===== src/hw/loop_extract_settings.svh =====
// Frame-loop extraction settings
// Script count, log word width and FIFO depths shared by the extraction block

`ifndef LOOP_EXTRACT_SETTINGS_SVH
`define LOOP_EXTRACT_SETTINGS_SVH

// Scripts reported by the upstream script engine
`define LE_NUM_SCRIPTS 4

// Frame word width in bits, a whole number of bytes
`define LE_LOG_WIDTH 64

// Frame FIFO depth in words
`define LE_FRAME_FIFO_DEPTH 16

// Control FIFO depth in records
`define LE_CTL_FIFO_DEPTH 4

`endif


===== src/hw/loop_extract_pkg.sv =====
// Frame-loop extraction types
// Widths, the per-byte input beat, the control record and the packer states

`include "loop_extract_settings.svh"

package loop_extract_pkg;

	typedef logic [7:0] byte_t;
	typedef logic [`LE_LOG_WIDTH-1:0] log_word_t;
	typedef logic [`LE_NUM_SCRIPTS-1:0] script_mask_t;
	typedef logic [15:0] frame_len_t;
	typedef logic [63:0] timestamp_t;

	// Extract only when both bits are set
	typedef struct packed {
		logic matched;
		logic extract_req;
	} script_flags_t;

	// One frame byte with its sideband
	typedef struct packed {
		byte_t data;
		logic last;
		logic fcs_invalid;
		script_flags_t [`LE_NUM_SCRIPTS-1:0] flags;
	} in_beat_t;

	// End-of-frame record, 84 bits with four scripts
	typedef struct packed {
		script_mask_t match;
		frame_len_t length;
		timestamp_t timestamp;
	} ctl_rec_t;

	typedef enum logic [1:0] {
		ST_WAIT_FIFO,
		ST_WRITE_FRAME,
		ST_WRITE_CTL,
		ST_OVERFLOW
	} packer_state_t;

endpackage


===== src/hw/extract_packer.sv =====
// Extraction packer
// Packs script-extracted bytes into log words and builds one control record per
// frame; frames that cannot be captured in full are counted as overflows

`include "loop_extract_settings.svh"

module extract_packer (
	input logic clk,
	input logic rst_n,
	input logic srst,
	input logic enable,
	input loop_extract_pkg::in_beat_t in_beat,
	input logic in_valid,
	input loop_extract_pkg::timestamp_t current_time,
	output loop_extract_pkg::log_word_t word_data,
	output logic word_valid,
	input logic word_ready,
	output loop_extract_pkg::ctl_rec_t rec_data,
	output logic rec_valid,
	input logic rec_ready,
	output logic [63:0] overflow_count
);
	import loop_extract_pkg::*;

	localparam int BYTES_PER_WORD = `LE_LOG_WIDTH / 8;
	localparam int SLOT_BITS = $clog2(BYTES_PER_WORD);

	packer_state_t state;
	logic in_frame;

	// Up to seven earlier bytes of the current word
	logic [`LE_LOG_WIDTH-9:0] byte_sr;
	frame_len_t count;

	script_mask_t script_match;
	script_mask_t extract_vec;
	logic extract_any;

	logic start_capture;
	logic capture_beat;
	logic take_byte;
	logic need_push;
	logic truncate;
	logic finish;
	logic load_word;
	logic load_rec;
	logic lost_frame;

	log_word_t next_word;
	ctl_rec_t next_rec;
	frame_len_t held_len;

	always_comb begin
		for (int i = 0; i < `LE_NUM_SCRIPTS; i++) begin
			script_match[i] = in_beat.flags[i].matched;
			extract_vec[i] = in_beat.flags[i].matched & in_beat.flags[i].extract_req;
		end
	end

	assign extract_any = |extract_vec;

	// Only between frames, with room on both sides
	assign start_capture = (state == ST_WAIT_FIFO) && enable && !in_frame && !in_valid &&
		word_ready && rec_ready;

	assign capture_beat = (state == ST_WRITE_FRAME) && in_valid;
	assign take_byte = capture_beat && extract_any;
	assign need_push = take_byte &&
		(count[SLOT_BITS-1:0] == '1 || in_beat.last);
	assign truncate = need_push && !word_ready;
	assign finish = capture_beat && in_beat.last && !truncate;

	// A word still waiting keeps its slot, the new one is dropped
	assign load_word = (need_push && word_ready) || (truncate && !word_valid);
	assign load_rec = finish || truncate;

	assign lost_frame = in_valid && in_beat.last &&
		((state != ST_WRITE_FRAME) || truncate);

	assign next_word = {byte_sr, in_beat.data};

	// Bytes up to the last word already handed over
	assign held_len = count & ~frame_len_t'(BYTES_PER_WORD - 1);

	always_comb begin
		next_rec.match = script_match;
		next_rec.length = count + frame_len_t'(extract_any);
		next_rec.timestamp = current_time;
		if (truncate) begin
			next_rec.match = '0;
			next_rec.length = word_valid ? held_len : count + 1'b1;
		end
	end

	// Payload path
	always_ff @(posedge clk) begin
		if (start_capture) begin
			count <= '0;
			byte_sr <= '0;
		end else if (take_byte) begin
			count <= count + 1'b1;
			if (need_push) begin
				byte_sr <= '0;
			end else begin
				byte_sr <= {byte_sr[`LE_LOG_WIDTH-17:0], in_beat.data};
			end
		end

		if (load_word) begin
			word_data <= next_word;
		end
		if (load_rec) begin
			rec_data <= next_rec;
		end
	end

	always_ff @(posedge clk) begin
		if (!rst_n) begin
			state <= ST_WAIT_FIFO;
			in_frame <= 1'b0;
			word_valid <= 1'b0;
			rec_valid <= 1'b0;
			overflow_count <= '0;
		end else begin
			if (in_valid) begin
				in_frame <= !in_beat.last;
			end

			if (word_valid && word_ready) begin
				word_valid <= 1'b0;
			end
			if (rec_valid && rec_ready) begin
				rec_valid <= 1'b0;
			end
			if (load_word) begin
				word_valid <= 1'b1;
			end

			case (state)
				ST_WAIT_FIFO: begin
					if (start_capture) begin
						state <= ST_WRITE_FRAME;
					end
				end

				ST_WRITE_FRAME: begin
					if (truncate) begin
						state <= ST_OVERFLOW;
					end else if (finish) begin
						state <= ST_WRITE_CTL;
						rec_valid <= 1'b1;
					end else if (!in_valid && !in_frame && !enable) begin
						state <= ST_WAIT_FIFO;
					end
				end

				ST_WRITE_CTL: begin
					if (rec_valid && rec_ready) begin
						state <= ST_WAIT_FIFO;
					end
				end

				ST_OVERFLOW: begin
					// Record follows once the held word is gone
					if (word_valid && word_ready) begin
						state <= ST_WAIT_FIFO;
						rec_valid <= 1'b1;
					end
				end

				default: begin
					state <= ST_WAIT_FIFO;
				end
			endcase

			if (srst) begin
				overflow_count <= '0;
			end else if (lost_frame) begin
				overflow_count <= overflow_count + 64'd1;
			end
		end
	end

	a_word_hold: assert property (@(posedge clk) disable iff (!rst_n)
		(word_valid && !word_ready) |=> word_valid && $stable(word_data))
		else $error("extract_packer: word dropped or changed before transfer");

	// A frame that starts after enable was low is never captured
	a_enable_idle: assert property (@(posedge clk) disable iff (!rst_n)
		(in_valid && !in_frame && !$past(enable)) |-> state != ST_WRITE_FRAME)
		else $error("extract_packer: capturing while disabled between frames");

endmodule


===== src/hw/frame_loop_extract.sv =====
// Frame-loop extraction top level
// Packer feeding a frame word FIFO and a control record FIFO

`include "loop_extract_settings.svh"

module frame_loop_extract (
	input logic clk,
	input logic rst_n,
	input logic srst,
	input logic enable,
	input loop_extract_pkg::in_beat_t in_beat,
	input logic in_valid,
	input loop_extract_pkg::timestamp_t current_time,
	output loop_extract_pkg::log_word_t frame_data,
	output logic frame_valid,
	input logic frame_ready,
	output loop_extract_pkg::ctl_rec_t ctl_data,
	output logic ctl_valid,
	input logic ctl_ready,
	output logic [63:0] overflow_count
);
	import loop_extract_pkg::*;

	log_word_t word_data;
	logic word_valid;
	logic word_ready;

	ctl_rec_t rec_data;
	logic rec_valid;
	logic rec_ready;

	extract_packer i_packer (
		.clk(clk),
		.rst_n(rst_n),
		.srst(srst),
		.enable(enable),
		.in_beat(in_beat),
		.in_valid(in_valid),
		.current_time(current_time),
		.word_data(word_data),
		.word_valid(word_valid),
		.word_ready(word_ready),
		.rec_data(rec_data),
		.rec_valid(rec_valid),
		.rec_ready(rec_ready),
		.overflow_count(overflow_count)
	);

	stream_fifo #(
		.DEPTH(`LE_FRAME_FIFO_DEPTH),
		.ITEM_T(log_word_t)
	) i_frame_fifo (
		.clk(clk),
		.rst_n(rst_n),
		.push_data(word_data),
		.push_valid(word_valid),
		.push_ready(word_ready),
		.pop_data(frame_data),
		.pop_valid(frame_valid),
		.pop_ready(frame_ready)
	);

	stream_fifo #(
		.DEPTH(`LE_CTL_FIFO_DEPTH),
		.ITEM_T(ctl_rec_t)
	) i_ctl_fifo (
		.clk(clk),
		.rst_n(rst_n),
		.push_data(rec_data),
		.push_valid(rec_valid),
		.push_ready(rec_ready),
		.pop_data(ctl_data),
		.pop_valid(ctl_valid),
		.pop_ready(ctl_ready)
	);

endmodule


===== src/hw/stream_fifo.sv =====
// Synchronous stream FIFO
// Circular buffer with valid/ready on both sides, item type and depth as parameters

module stream_fifo #(
	parameter int DEPTH = 4,
	parameter type ITEM_T = logic
) (
	input logic clk,
	input logic rst_n,
	input ITEM_T push_data,
	input logic push_valid,
	output logic push_ready,
	output ITEM_T pop_data,
	output logic pop_valid,
	input logic pop_ready
);
	localparam int PTR_W = (DEPTH > 1) ? $clog2(DEPTH) : 1;
	localparam int CNT_W = $clog2(DEPTH + 1);

	ITEM_T mem [DEPTH];
	logic [PTR_W-1:0] wr_ptr;
	logic [PTR_W-1:0] rd_ptr;
	logic [CNT_W-1:0] count;
	logic push_fire;
	logic pop_fire;

	assign push_ready = (count != CNT_W'(DEPTH));
	assign pop_valid = (count != '0);
	assign pop_data = mem[rd_ptr];

	assign push_fire = push_valid && push_ready;
	assign pop_fire = pop_valid && pop_ready;

	always_ff @(posedge clk) begin
		if (push_fire) begin
			mem[wr_ptr] <= push_data;
		end
	end

	always_ff @(posedge clk) begin
		if (!rst_n) begin
			wr_ptr <= '0;
			rd_ptr <= '0;
			count <= '0;
		end else begin
			if (push_fire) begin
				wr_ptr <= (wr_ptr == PTR_W'(DEPTH - 1)) ? '0 : wr_ptr + 1'b1;
			end
			if (pop_fire) begin
				rd_ptr <= (rd_ptr == PTR_W'(DEPTH - 1)) ? '0 : rd_ptr + 1'b1;
			end
			case ({push_fire, pop_fire})
				2'b10: count <= count + 1'b1;
				2'b01: count <= count - 1'b1;
				default: count <= count;
			endcase
		end
	end

	// Writer holds its item while the FIFO is full
	a_no_write_full: assert property (@(posedge clk) disable iff (!rst_n)
		(push_valid && !push_ready) |=> push_valid && $stable(push_data))
		else $error("stream_fifo: write dropped or changed while full");

	// Count agrees with the pointer distance
	a_count_bound: assert property (@(posedge clk) disable iff (!rst_n)
		count <= CNT_W'(DEPTH) &&
		(int'(wr_ptr) - int'(rd_ptr) + DEPTH) % DEPTH == int'(count) % DEPTH)
		else $error("stream_fifo: count beyond depth or out of step with pointers");

endmodule


===== config.mk =====
export PLATFORM = sky130hd
export DESIGN_NAME = frame_loop_extract
export DESIGN_NICKNAME = d
export VERILOG_FILES = /design/src/hw/loop_extract_pkg.sv /design/src/hw/extract_packer.sv /design/src/hw/frame_loop_extract.sv /design/src/hw/stream_fifo.sv
export VERILOG_INCLUDE_DIRS = /design/src /design/src/hw
export SDC_FILE = /design/constraint.sdc
export NUM_CORES = 1
export LEC_CHECK = 0
export BUFFER_PORTS_ARGS = -buffer_cell sky130_fd_sc_hd__buf_4
export CORE_MARGIN = 4
export CORE_UTILIZATION = 30
export CTS_BUF_LIST = sky130_fd_sc_hd__clkbuf_4 sky130_fd_sc_hd__clkbuf_8
export DETAILED_ROUTE_END_ITERATION = 7
export GPL_TIMING_DRIVEN = 1
export PLACE_DENSITY = 0.51
export SLEW_MARGIN = 20
export SYNTH_ARGS = -nofsm -noshare
export SYNTH_HDL_FRONTEND = slang
export SYNTH_SLANG_ARGS = --single-unit

===== constraint.sdc =====
create_clock -name clk -period 12.7 [get_ports clk]
set_input_delay 0 -clock clk [delete_from_list [all_inputs] [get_ports clk]]
set_output_delay 0 -clock clk [all_outputs]
set_load 0.03 [all_outputs]

Word level (Yosys, flattened, before mapping)
Memory sizes are Yosys's and may differ from the RTL's. A register that Yosys moved wholly into a read port is not among the register bits.
Index checks and enable logic that the tools add are counted.

word-level totals
  bits in writable memories = 1360
  bits in registers = 309
  memories kept = 2
  input bits = 89

cells by class
  bitwise logic cells = 5
  multiplexer cells = 31
  reduce and logical (&&, ||, !) cells = 41
  add/sub/neg operators = 11
  equal/unequal tests = 19

memory list
  memory            words  width  read ports  clocked after Yosys merged registers in  write ports  RTL line           text
  i_frame_fifo.mem  16     64     1           1                                        1            stream_fifo.sv:20  ITEM_T mem [DEPTH];
  i_ctl_fifo.mem    4      84     1           1                                        1            stream_fifo.sv:20

operators by type and width
  kind                   count
  $add 64x1->64 const B  1
  $mux 56                1
  $mux 16                2
  $logic_and 1x1->1      21
  $mux 2                 10
  $add 16x1->16          1
  $add 16x1->16 const B  1
  $mux 4                 4
  $eq 2x2->1 const B     6
  $mux 1                 10
  $pmux 5 s2             1
  $add 4x1->4 const B    2
  $eq 4x4->1 const B     2
  $ne 2x1->1 const B     4
  $pmux 2 s4             1
  $logic_not 1->1        7
  $eq 2x1->1 const B     3
  $pmux 3 s2             1
  $reduce_bool 2->1      3
  $add 5x1->5 const B    1
  $ne 5x5->1 const B     1
  $reduce_bool 5->1      1
  $sub 5x1->5 const B    1
  $add 2x1->2 const B    2
  other kinds (14)       20

Logic depth before layout (Yosys ltp)
Gate-level depths: netlist of the first run.

  word-level depth = 10
  gate-level depth with buffers = 12
  mapped depth without buffers = 11

Modules after synthesis
A second synthesis of the first run with hierarchy kept.

second synthesis, totals
  cells, all modules = 2989
  area total of the unflattened synthesis = 63161.8 um^2

modules (own cells, without submodules)
  module                      times used  cells each  area each (um^2)  sequential area each (um^2)
  stream_fifo (i_frame_fifo)  1           1532        39510.4           31089.8
  stream_fifo (i_ctl_fifo)    1           494         12613.3           10269.8
  extract_packer              1           963         11038.1           7267.0

Least setup slack after synthesis of the first run
Ideal clock, no wire load.

  path kind = register to register
  start point = register i_packer.word_valid
  end point = memory i_frame_fifo.mem[3][0] (netlist name), enable pin
  arrival = 5.701 ns
  clock period less this slack = 6.265 ns
  required time = 12.136 ns
  library setup time = 0.564 ns
  path slack = 6.435 ns
  stages on the path, launching flop included = 6
  cell sequence = dfxtp_1 -> clkbuf_1 -> inv_1 -> a21oi_1 -> nand2_1 -> nor3_1

between the ends
  word-level cells in the longest chain between the ends = 3

RTL lines
  item                          RTL line               text
  start, declared               extract_packer.sv:16   output logic word_valid,
  start signal, assigned        extract_packer.sv:121  word_valid <= 1'b0;
  start signal, assigned        extract_packer.sv:130  word_valid <= 1'b0;
  start signal, assigned        extract_packer.sv:136  word_valid <= 1'b1;
  $logic_and 1x1->1             stream_fifo.sv:31      assign push_fire = push_valid && push_ready;
  $mux 1                        stream_fifo.sv:35      if (push_fire) begin
  $mux 1 (implied by the code)  stream_fifo.sv:36      mem[wr_ptr] <= push_data;
  end, declared                 stream_fifo.sv:20

Every way passes these cells.

==> results of run 1 <==
layer usage:
layer,share of wire (%),vias up,wire length (um),GRT usage (%)
met5,0.0069,-,11,0
met2,48,750,76800,23.7
li1,-,13900,-,-
met3,4.7,301,7500,2.97
met1,44,17200,70200,19.5
met4,2.9,2,4630,4.88
kinds of logic (layout without fill, tap and decap cells):
| family | after synthesis | in the layout | synth area share (%) |
|---|---|---|---|
| adders and majority gates | 22 | 22 | 0.462 |
| muxes | 410 | 410 | 14.6 |
| DFF | 1675 | 1675 | 77.4 |
| and+or+nand+nor | 459 | 459 | 3.62 |
| AOI/OAI and AO/OA | 235 | 235 | 2.23 |
| other | 0 | 8 | 0 |
| xor gates and xnor gates | 51 | 51 | 0.711 |
| buffers and inverters | 173 | 1075 | 1.04 |
area by class of cell:
class	instances	area (um^2)	share of cell area [%]
clock buffers	441	5340	7.00
multi-input cells	1177	13700	18.0
clock inverters	77	463	0.607
inverters	25	96.3	0.126
repair buffers	532	4520	5.92
well taps	2788	3490	4.57
flip-flops and latches	1675	48600	63.7
diodes	8	20.0	0.0262
state kept, by name (all words and copies together), names as in the netlist, named ones only:
| name | cells |
|---|---|
| i_ctl_fifo.count | 3 |
| i_ctl_fifo.mem | 336 |
| i_ctl_fifo.rd_ptr | 2 |
| i_ctl_fifo.wr_ptr | 2 |
| i_frame_fifo.count | 5 |
| i_frame_fifo.mem | 1024 |
| i_frame_fifo.rd_ptr | 4 |
| i_frame_fifo.wr_ptr | 4 |
| i_packer.byte_sr | 56 |
| i_packer.count | 16 |
| i_packer.in_frame | 1 |
| i_packer.overflow_count | 64 |
| i_packer.rec_data | 84 |
| i_packer.rec_valid | 1 |
| i_packer.state | 2 |
| i_packer.word_data | 64 |
| i_packer.word_valid | 1 |
placed cells by master (no fill, tap or decap), types with 6 or more instances in the layout:
cell type,n
inv_1,23
clkbuf_8,325
clkinvlp_4,10
nand4_1,30
clkinv_2,21
dfxtp_1,161
buf_4,354
nor2_1,61
xnor2_1,24
clkinv_1,41
a2111oi_0,6
nor3_1,25
dlygate4sd3_1,173
nand3_1,92
or3_1,24
and4_1,9
o31ai_1,26
and3_1,9
dfxtp_4,6
or4_1,26
mux2i_1,6
clkbuf_4,116
o2111ai_1,7
nand2_1,130
diode_2,8
and2_1,11
nor2_4,13
xor2_1,27
mux4_2,404
edfxtp_1,1508
ha_1,20
o21ai_0,29
a21oi_1,133
o211ai_1,7
critical path, cell delays in order (launching register included):
cell	delay, ns
dfxtp_4	0.88
buf_4	0.79
buf_12	0.63
mux4_2	0.61
mux4_2	0.55
buf_4	0.20
cell usage after synthesis (all sizes together), types with 2 or more instances:
library cell	count
o31ai	26
nor3	29
and3	10
o211ai	7
nand3	92
inv	25
nand4	30
dfxtp	167
xor2	27
nand2	130
nand2b	5
and4	9
or4	26
nor4	3
a22o	2
o21a	2
o21ai	30
nor2	74
a21oi	134
a21o	2
or2	4
a2111oi	7
a21boi	2
and2	15
a22oi	2
mux2i	6
clkbuf	109
o2111ai	7
a211oi	4
ha	20
buf	39
mux4	404
a31oi	4
nor2b	4
xnor2	24
fa	2
or3	24
edfxtp	1508
metrics by stage:
| step | instances | total power [W] | worst slack (ns) | instance area [um^2] | hold slack, ns |
|---|---|---|---|---|---|
| after detailed placement | 6020 | 0.00628 | 8.26 | 68600 | 0.179 |
| after global placement | 6020 | 0.00628 | 8.32 | 68600 | 0.178 |
| final | 6723 | 0.0111 | 7.89 | 76300 | 0.127 |
| after floorplan | 3025 | 0.00619 | 6.43 | 62800 | 0.0989 |
| after CTS | 6711 | 0.0113 | 7.52 | 76200 | 0.00576 |
| after global routing | 6718 | 0.0116 | 7.38 | 76300 | 0.0820 |
power by group:
group	switching, W	internal [W]
Clock	0.00216	0.00276
Combinational	0.000116	0.000111
Sequential	0.0000223	0.00596
Total	0.00230	0.00883
worst max-delay path by stage:
| stage | from | endpoint | slack, ns | cells after the start |
|---|---|---|---|---|
| final | register | frame_data[41] | 7.89 | 5 |
| after global placement | i_packer.word_valid$_SDFFE_PN0P_ | i_frame_fifo.mem[11][52]$_DFFE_PP_ | 8.32 | 5 |
| after CTS | register | frame_data[40] | 7.52 | 5 |
| after floorplan | i_packer.word_valid$_SDFFE_PN0P_ | i_frame_fifo.mem[3][0]$_DFFE_PP_ | 6.43 | 5 |
| after global routing | register | frame_data[37] | 7.38 | 5 |
| after detailed placement | i_packer.word_valid$_SDFFE_PN0P_ | i_frame_fifo.mem[11][52]$_DFFE_PP_ | 8.26 | 5 |
==> summary.md, run 1 <==
| Metric | Value |
|---|---|
| Area contributors post-synth | `edfxtp_1, mux4_2, dfxtp_1, a21oi_1, nand2_1` |
| Commonest register cell after synthesis | `edfxtp_1` |
| Longest Clk Path Bufs | `4` |
| Die Wd | `466 um` |
| Cell Pwr Density | `146 nW/um^2` |
| Fillers | `19200` |
| Max-slew headroom | `27.0%` |
| CTS root buf | `clkbuf_8` |
| CTS clk-pin slew, worst paths | `0.05 ns` |
| Syn Area/Cell | `20.8 um^2` |
| Share of the synthesized area in the top cell type | `72.1%` |
| Total Routing Usage GR | `14.5%` |
| CP arrival | `4.81 ns` |
| Worst hold path type | `primary input to register` |
| Post-route ant nets | `0` |
| Dpl hpwl | `84.2 mm` |
| DRT iter0 DRCs | `2098` |
| Reg2Reg Launch Point | `i_packer.word_valid$_SDFFE_PN0P_` |
| Vias per cell | `4.79` |
| Final core occ | `36.7%` |
| Layout cell share with drive strength beyond 1 | `32.6%` |
| Worst-Skew Late Latency | `1.01 ns` |
| CTS resizes | `0` |
| Outcome | `finished clean` |
| Hold EP | `i_packer.in_frame$_SDFFE_PN0P_` |
| Worst-margin pin slew | `1.09 ns` |
| RSZ-0062 raised after global routing | `false` |
| CTS Buf Count | `302` |
| Maximum vdd ir drop | `0.000105 V` |
| Post-synthesis sequential area ratio | `77.4%` |
| Hold Path Depth | `4` |
| Initial antenna violation count | `10` |
| Hold Buf Count CTS | `173` |
| Worst path required time | `12.70 ns` |
| Post-synth cell types | `54` |
| Setup Crit Path Kind | `register to output port` |
| Critical path capture point type | `output port` |
| DR pass1 iterations | `5` |
| Area leader, netlist | `edfxtp_1` |
| Final min period | `4.81 ns` |
| H-tree depth | `5` |
| Flop2flop setup slack | `8.31 ns` |
| Tcrit/Tclk final | `37.9%` |
| Post-synth ARST share | `0%` |
| TritonCTS clock tree | `built` |
| Post-synth EDFFs | `1508` |
| Setup violations, final | `0` |
| Reg2Reg Depth | `5` |
| Synth Register Bits | `1675` |
| First-pass GRT wire length | `234 mm` |
| Max Freq | `208 MHz` |
| Critical path startpoint category | `register` |
| Max-slew violation count | `0` |
| Rows | `167` |
| Hold path start | `in_valid` |
| Number of port buffers | `301` |
| Vias in the first global route | `34100` |
| Final Hold Viols | `0` |
| Routed vias | `32200` |
| Setup Buffers After CTS | `0` |
| Gr ovfl total | `0` |
| Cell Area, Synth | `62800 um^2` |
| TritonCTS Sinks | `1675` |
| Reg-to-reg critical path endpoint | `i_frame_fifo.mem[11][57]$_DFFE_PP_` |
| Max FO, Critical Path | `90` |
| Max Cap Viol | `0` |
| Area growth, synth to finish | `21.4%` |
| Die H | `466 um` |
| Drt drc | `0` |
| DIE AREA | `217000 um^2` |
| Pin count of the biggest net entering global routing | `91` |
| Mapped Cells | `3025` |
| Gp weighted congestion | `0.726` |
| Syn nets | `3136` |
| Setup Skew | `0.104 ns` |
| Nets | `3824` |
| Initial core utilization | `30.3%` |
| Setup TNS after final layout | `0 ns` |
| Core Region | `208000 um^2` |
| Ports | `303` |
| Drt wl/cell | `23.7 um` |
| WL final | `159 mm` |
| Yosys warns | `0` |
| Leak Pwr | `23.7 nW` |
Power figures use the tool's default switching activity.
==> run 2: changes to the inputs <==
--- a/config.mk
+++ b/config.mk
@@ -6,13 +6,14 @@
 export SDC_FILE = /design/constraint.sdc
 export NUM_CORES = 1
 export LEC_CHECK = 0
+export ABC_AREA = 1
 export BUFFER_PORTS_ARGS = -buffer_cell sky130_fd_sc_hd__buf_4
 export CORE_MARGIN = 4
 export CORE_UTILIZATION = 30
 export CTS_BUF_LIST = sky130_fd_sc_hd__clkbuf_4 sky130_fd_sc_hd__clkbuf_8
 export DETAILED_ROUTE_END_ITERATION = 7
 export GPL_TIMING_DRIVEN = 1
-export PLACE_DENSITY = 0.51
+export PLACE_DENSITY = 0.52
 export SLEW_MARGIN = 20
 export SYNTH_ARGS = -nofsm -noshare
 export SYNTH_HDL_FRONTEND = slang
==> constraint.sdc (replaced) <==
create_clock -name clk -period 4.3 [get_ports clk]
set_input_delay 0 -clock clk [delete_from_list [all_inputs] [get_ports clk]]
set_output_delay 0 -clock clk [all_outputs]
set_load 0.03 [all_outputs]
==> summary.md, run 2 <==
| Metric | Value |
|---|---|
| Outcome | `finished clean (unchanged)` |
| Leak Pwr | `26.9 nW (was 23.7 nW)` |
| Vias in the first global route | `41800 (was 34100)` |
| Reg-to-reg critical path endpoint | `i_packer.byte_sr[2]$_SDFFE_PP0P_ (was i_frame_fifo.mem[11][57]$_DFFE_PP_)` |
| Most flop-heavy register | `i_frame_fifo.mem (unchanged)` |
| Setup violations, final | `0 (unchanged)` |
| Post-synthesis sequential area ratio | `73.2% (was 77.4%)` |
| CTS clk-pin slew, worst paths | `0.05 ns (about the same)` |
| Fillers | `21400 (was 19200)` |
| Setup TNS after final layout | `0 ns (unchanged)` |
| Core Region | `220000 um^2 (was 208000 um^2)` |
| Yosys warns | `0 (unchanged)` |
| Post-synth ARST share | `0% (unchanged)` |
| Tcrit/Tclk final | `80.6%` |
| Post-synth EDFFs | `1508 (unchanged)` |
| H-tree depth | `5 (unchanged)` |
| Gp weighted congestion | `0.843 (was 0.726)` |
| Die H | `479 um (was 466 um)` |
| Most common cell in the netlist | `edfxtp_1 (unchanged)` |
| Synth top cells by count | `edfxtp_1, o21ai_0, nand2_1, nor2_1, a21oi_1 (was edfxtp_1, mux4_2, dfxtp_1, a21oi_1, nand2_1)` |
| Max-slew headroom | `26.0% (was 27.0%)` |
| Mapped Cells | `5104 (was 3025)` |
| Post-route ant nets | `0 (unchanged)` |
| Ports | `303 (unchanged)` |
| Final min period | `3.47 ns` |
| Worst-margin pin slew | `1.11 ns (was 1.09 ns)` |
| TritonCTS clock tree | `built (unchanged)` |
| CTS root buf | `clkbuf_8 (unchanged)` |
| Most frequent cells in the layout | `edfxtp_1, o21ai_0, nand2_1, a21oi_1, nor2_1 (was edfxtp_1, mux4_2, buf_4, clkbuf_8, dlygate4sd3_1)` |
| Area growth, synth to finish | `20.7% (was 21.4%)` |
| DIE AREA | `229000 um^2 (was 217000 um^2)` |
| Max reg flops | `1024 (unchanged)` |
| Critical path startpoint category | `register (unchanged)` |
| Syn Area/Cell | `13.0 um^2 (was 20.8 um^2)` |
| Drt wl/cell | `19.8 um (was 23.7 um)` |
| WL final | `175 mm (was 159 mm)` |
| Most common cell after layout, fill and taps aside | `edfxtp_1 (unchanged)` |
| Reg2Reg Launch Point | `i_packer.state[1]$_SDFFE_PN0P_ (was i_packer.word_valid$_SDFFE_PN0P_)` |
| Max-slew violation count | `0 (unchanged)` |
| Rows | `172 (was 167)` |
| Worst-Skew Late Latency | `1.00 ns (was 1.01 ns)` |
| Synth Register Bits | `1675 (unchanged)` |
| Pin count of the biggest net entering global routing | `159 (was 91)` |
| Setup Crit Path Kind | `register to output port (unchanged)` |
| First-pass GRT wire length | `262 mm (was 234 mm)` |
| Nets | `5787 (was 3824)` |
| CP arrival | `3.47 ns (was 4.81 ns)` |
| Worst path required time | `4.30 ns (was 12.70 ns)` |
| Worst setup endpoint | `frame_data[35] (was frame_data[41])` |
| Routed vias | `42100 (was 32200)` |
| Syn nets | `5215 (was 3136)` |
| TritonCTS Sinks | `1675 (unchanged)` |
| Tot Pwr | `0.0422 W (was 0.0111 W)` |
| Max Freq | `289 MHz` |
| Initial core utilization | `30.2% (was 30.3%)` |
| Max FO, Critical Path | `58 (was 90)` |
| DR pass1 iterations | `5 (unchanged)` |
| Final Hold Viols | `0 (unchanged)` |
| Setup Skew | `0.114 ns (was 0.104 ns)` |
| Number of port buffers | `301 (unchanged)` |
| Max Cap Viol | `0 (unchanged)` |
| CTS Buf Count | `311 (was 302)` |
| Drt drc | `0 (unchanged)` |
| Post-synth cell types | `40 (was 54)` |
| Maximum vdd ir drop | `0.000418 V (was 0.000105 V)` |
| Worst hold path type | `primary input to register (unchanged)` |
| Flop2flop setup slack | `1.55 ns (was 8.31 ns)` |
| Initial antenna violation count | `7 (was 10)` |
| Die Wd | `479 um (was 466 um)` |
| Share of the synthesized area in the top cell type | `68.1% (was 72.1%)` |
| DRT iter0 DRCs | `2714 (was 2098)` |
| Commonest register cell after synthesis | `edfxtp_1 (unchanged)` |
| Cell Area, Synth | `66500 um^2 (was 62800 um^2)` |
| Area contributors post-synth | `edfxtp_1, dfxtp_1, o21ai_0, mux2i_1, a21oi_1 (was edfxtp_1, mux4_2, dfxtp_1, a21oi_1, nand2_1)` |
| RSZ-0062 raised after global routing | `false (unchanged)` |
| Critical path capture point type | `output port (unchanged)` |
| Longest Clk Path Bufs | `4 (unchanged)` |
| Setup Buffers After CTS | `0 (unchanged)` |
| Gr ovfl total | `0 (unchanged)` |
| Total Routing Usage GR | `14.9% (was 14.5%)` |
| Reg2Reg Depth | `9 (was 5)` |
| Vias per cell | `4.74 (was 4.79)` |
| Dpl hpwl | `91.9 mm (was 84.2 mm)` |
| Area leader, netlist | `edfxtp_1 (unchanged)` |
| Cell Pwr Density | `526 nW/um^2 (was 146 nW/um^2)` |
| Largest registers | `i_frame_fifo.mem: 1024 flops, i_ctl_fifo.mem: 336 flops, i_packer.rec_data: 84 flops (unchanged)` |
| Layout cell share with drive strength beyond 1 | `15.5% (was 32.6%)` |
==> run 2: cell count changes after synthesis, moves of 53 or more <==
cell and change:
a21oi_1 +275, clkbuf_1 +108, o211ai_1 +253, o22ai_1 +85, nand2_1 +368, inv_1 +344
mux4_2 -404, nor2_1 +338, nand3_1 +53, o21ai_0 +527, mux2i_1 +250
==> run 2: worst min-delay path by stage <==
stage                                      endpoint  slack [ns]  cells after the start             start
CTS                  i_packer.state[1]$_SDFFE_PN0P_       0.009                     10        in_beat[6]
global placement    i_packer.rec_data[42]$_DFFE_PN_        0.18                      1  current_time[42]
floorplan            i_packer.rec_data[0]$_DFFE_PN_         0.1                      0   current_time[0]
finish               i_packer.state[1]$_SDFFE_PN0P_        0.13                     10        in_beat[6]
global route        i_packer.rec_data[11]$_DFFE_PN_        0.17                      3  current_time[11]
detailed placement   i_packer.rec_data[7]$_DFFE_PN_        0.18                      1   current_time[7]
==> run 2: metal layers <==
| layer | vias to the layer above | wire length [um] | global-route usage [%] |
|---|---|---|---|
| met5 | - | 13 | 0 |
| met4 | 2 | 4650 | 4.72 |
| met3 | 288 | 8840 | 2.90 |
| met2 | 1025 | 83500 | 24.4 |
| met1 | 20900 | 78400 | 19.8 |
| li1 | 19800 | - | - |
==> run 2: area by class of cell <==
class	instances	area, um^2	area share (%)
multi-input cells	2760	15400	19.2
inverters	376	1430	1.79
flip-flops and latches	1675	48600	60.7
clock buffers	441	5370	6.70
clock inverters	101	602	0.751
repair buffers	552	5040	6.29
well taps	2958	3700	4.62
diodes	6	15.0	0.0187
==> run 2: metrics by stage <==
stage	cell area [um^2]	hold WS, ns	cells	util [%]	worst slack [ns]
floorplan	66500	0.0989	5104	-	-0.405
global placement	72500	0.178	8148	32.9	1.55
detailed placement	72500	0.179	8148	32.9	1.52
CTS	80200	0.00903	8863	36.4	0.614
global route	80200	0.174	8866	36.5	0.553
finish	80200	0.135	8869	36.5	0.834
==> run 2: critical path, cell delays in order, from the launching register on <==
cell and delay [ns]:
dfxtp_4 0.49, inv_4 0.88, buf_4 0.47, o211ai_1 0.16, nand3_1 0.11, nand2_1 0.16
buf_4 0.21
==> run 2: cell families after synthesis <==
group	synth area share, %
xor+xnor	0.659
flops	73.2
buf+inv	3.96
fa+ha+maj	0.437
mux	3.86
compound gates	11.3
simple gates	6.64
==> run 2: power by group <==
part | switching (W) | leakage [nW] | internal, W
clock network | 0.00645 | 3.17 | 0.00831
logic | 0.00564 | 8.73 | 0.00304
registers | 0.000553 | 15.0 | 0.0182
total | 0.0126 | 26.9 | 0.0296
==> run 2: what timing repair did <==
action / CTS / global route
endpoints found under the hold margin: 274 / 0
hold buffers: 173 / 0
resized for setup: 0 / 0
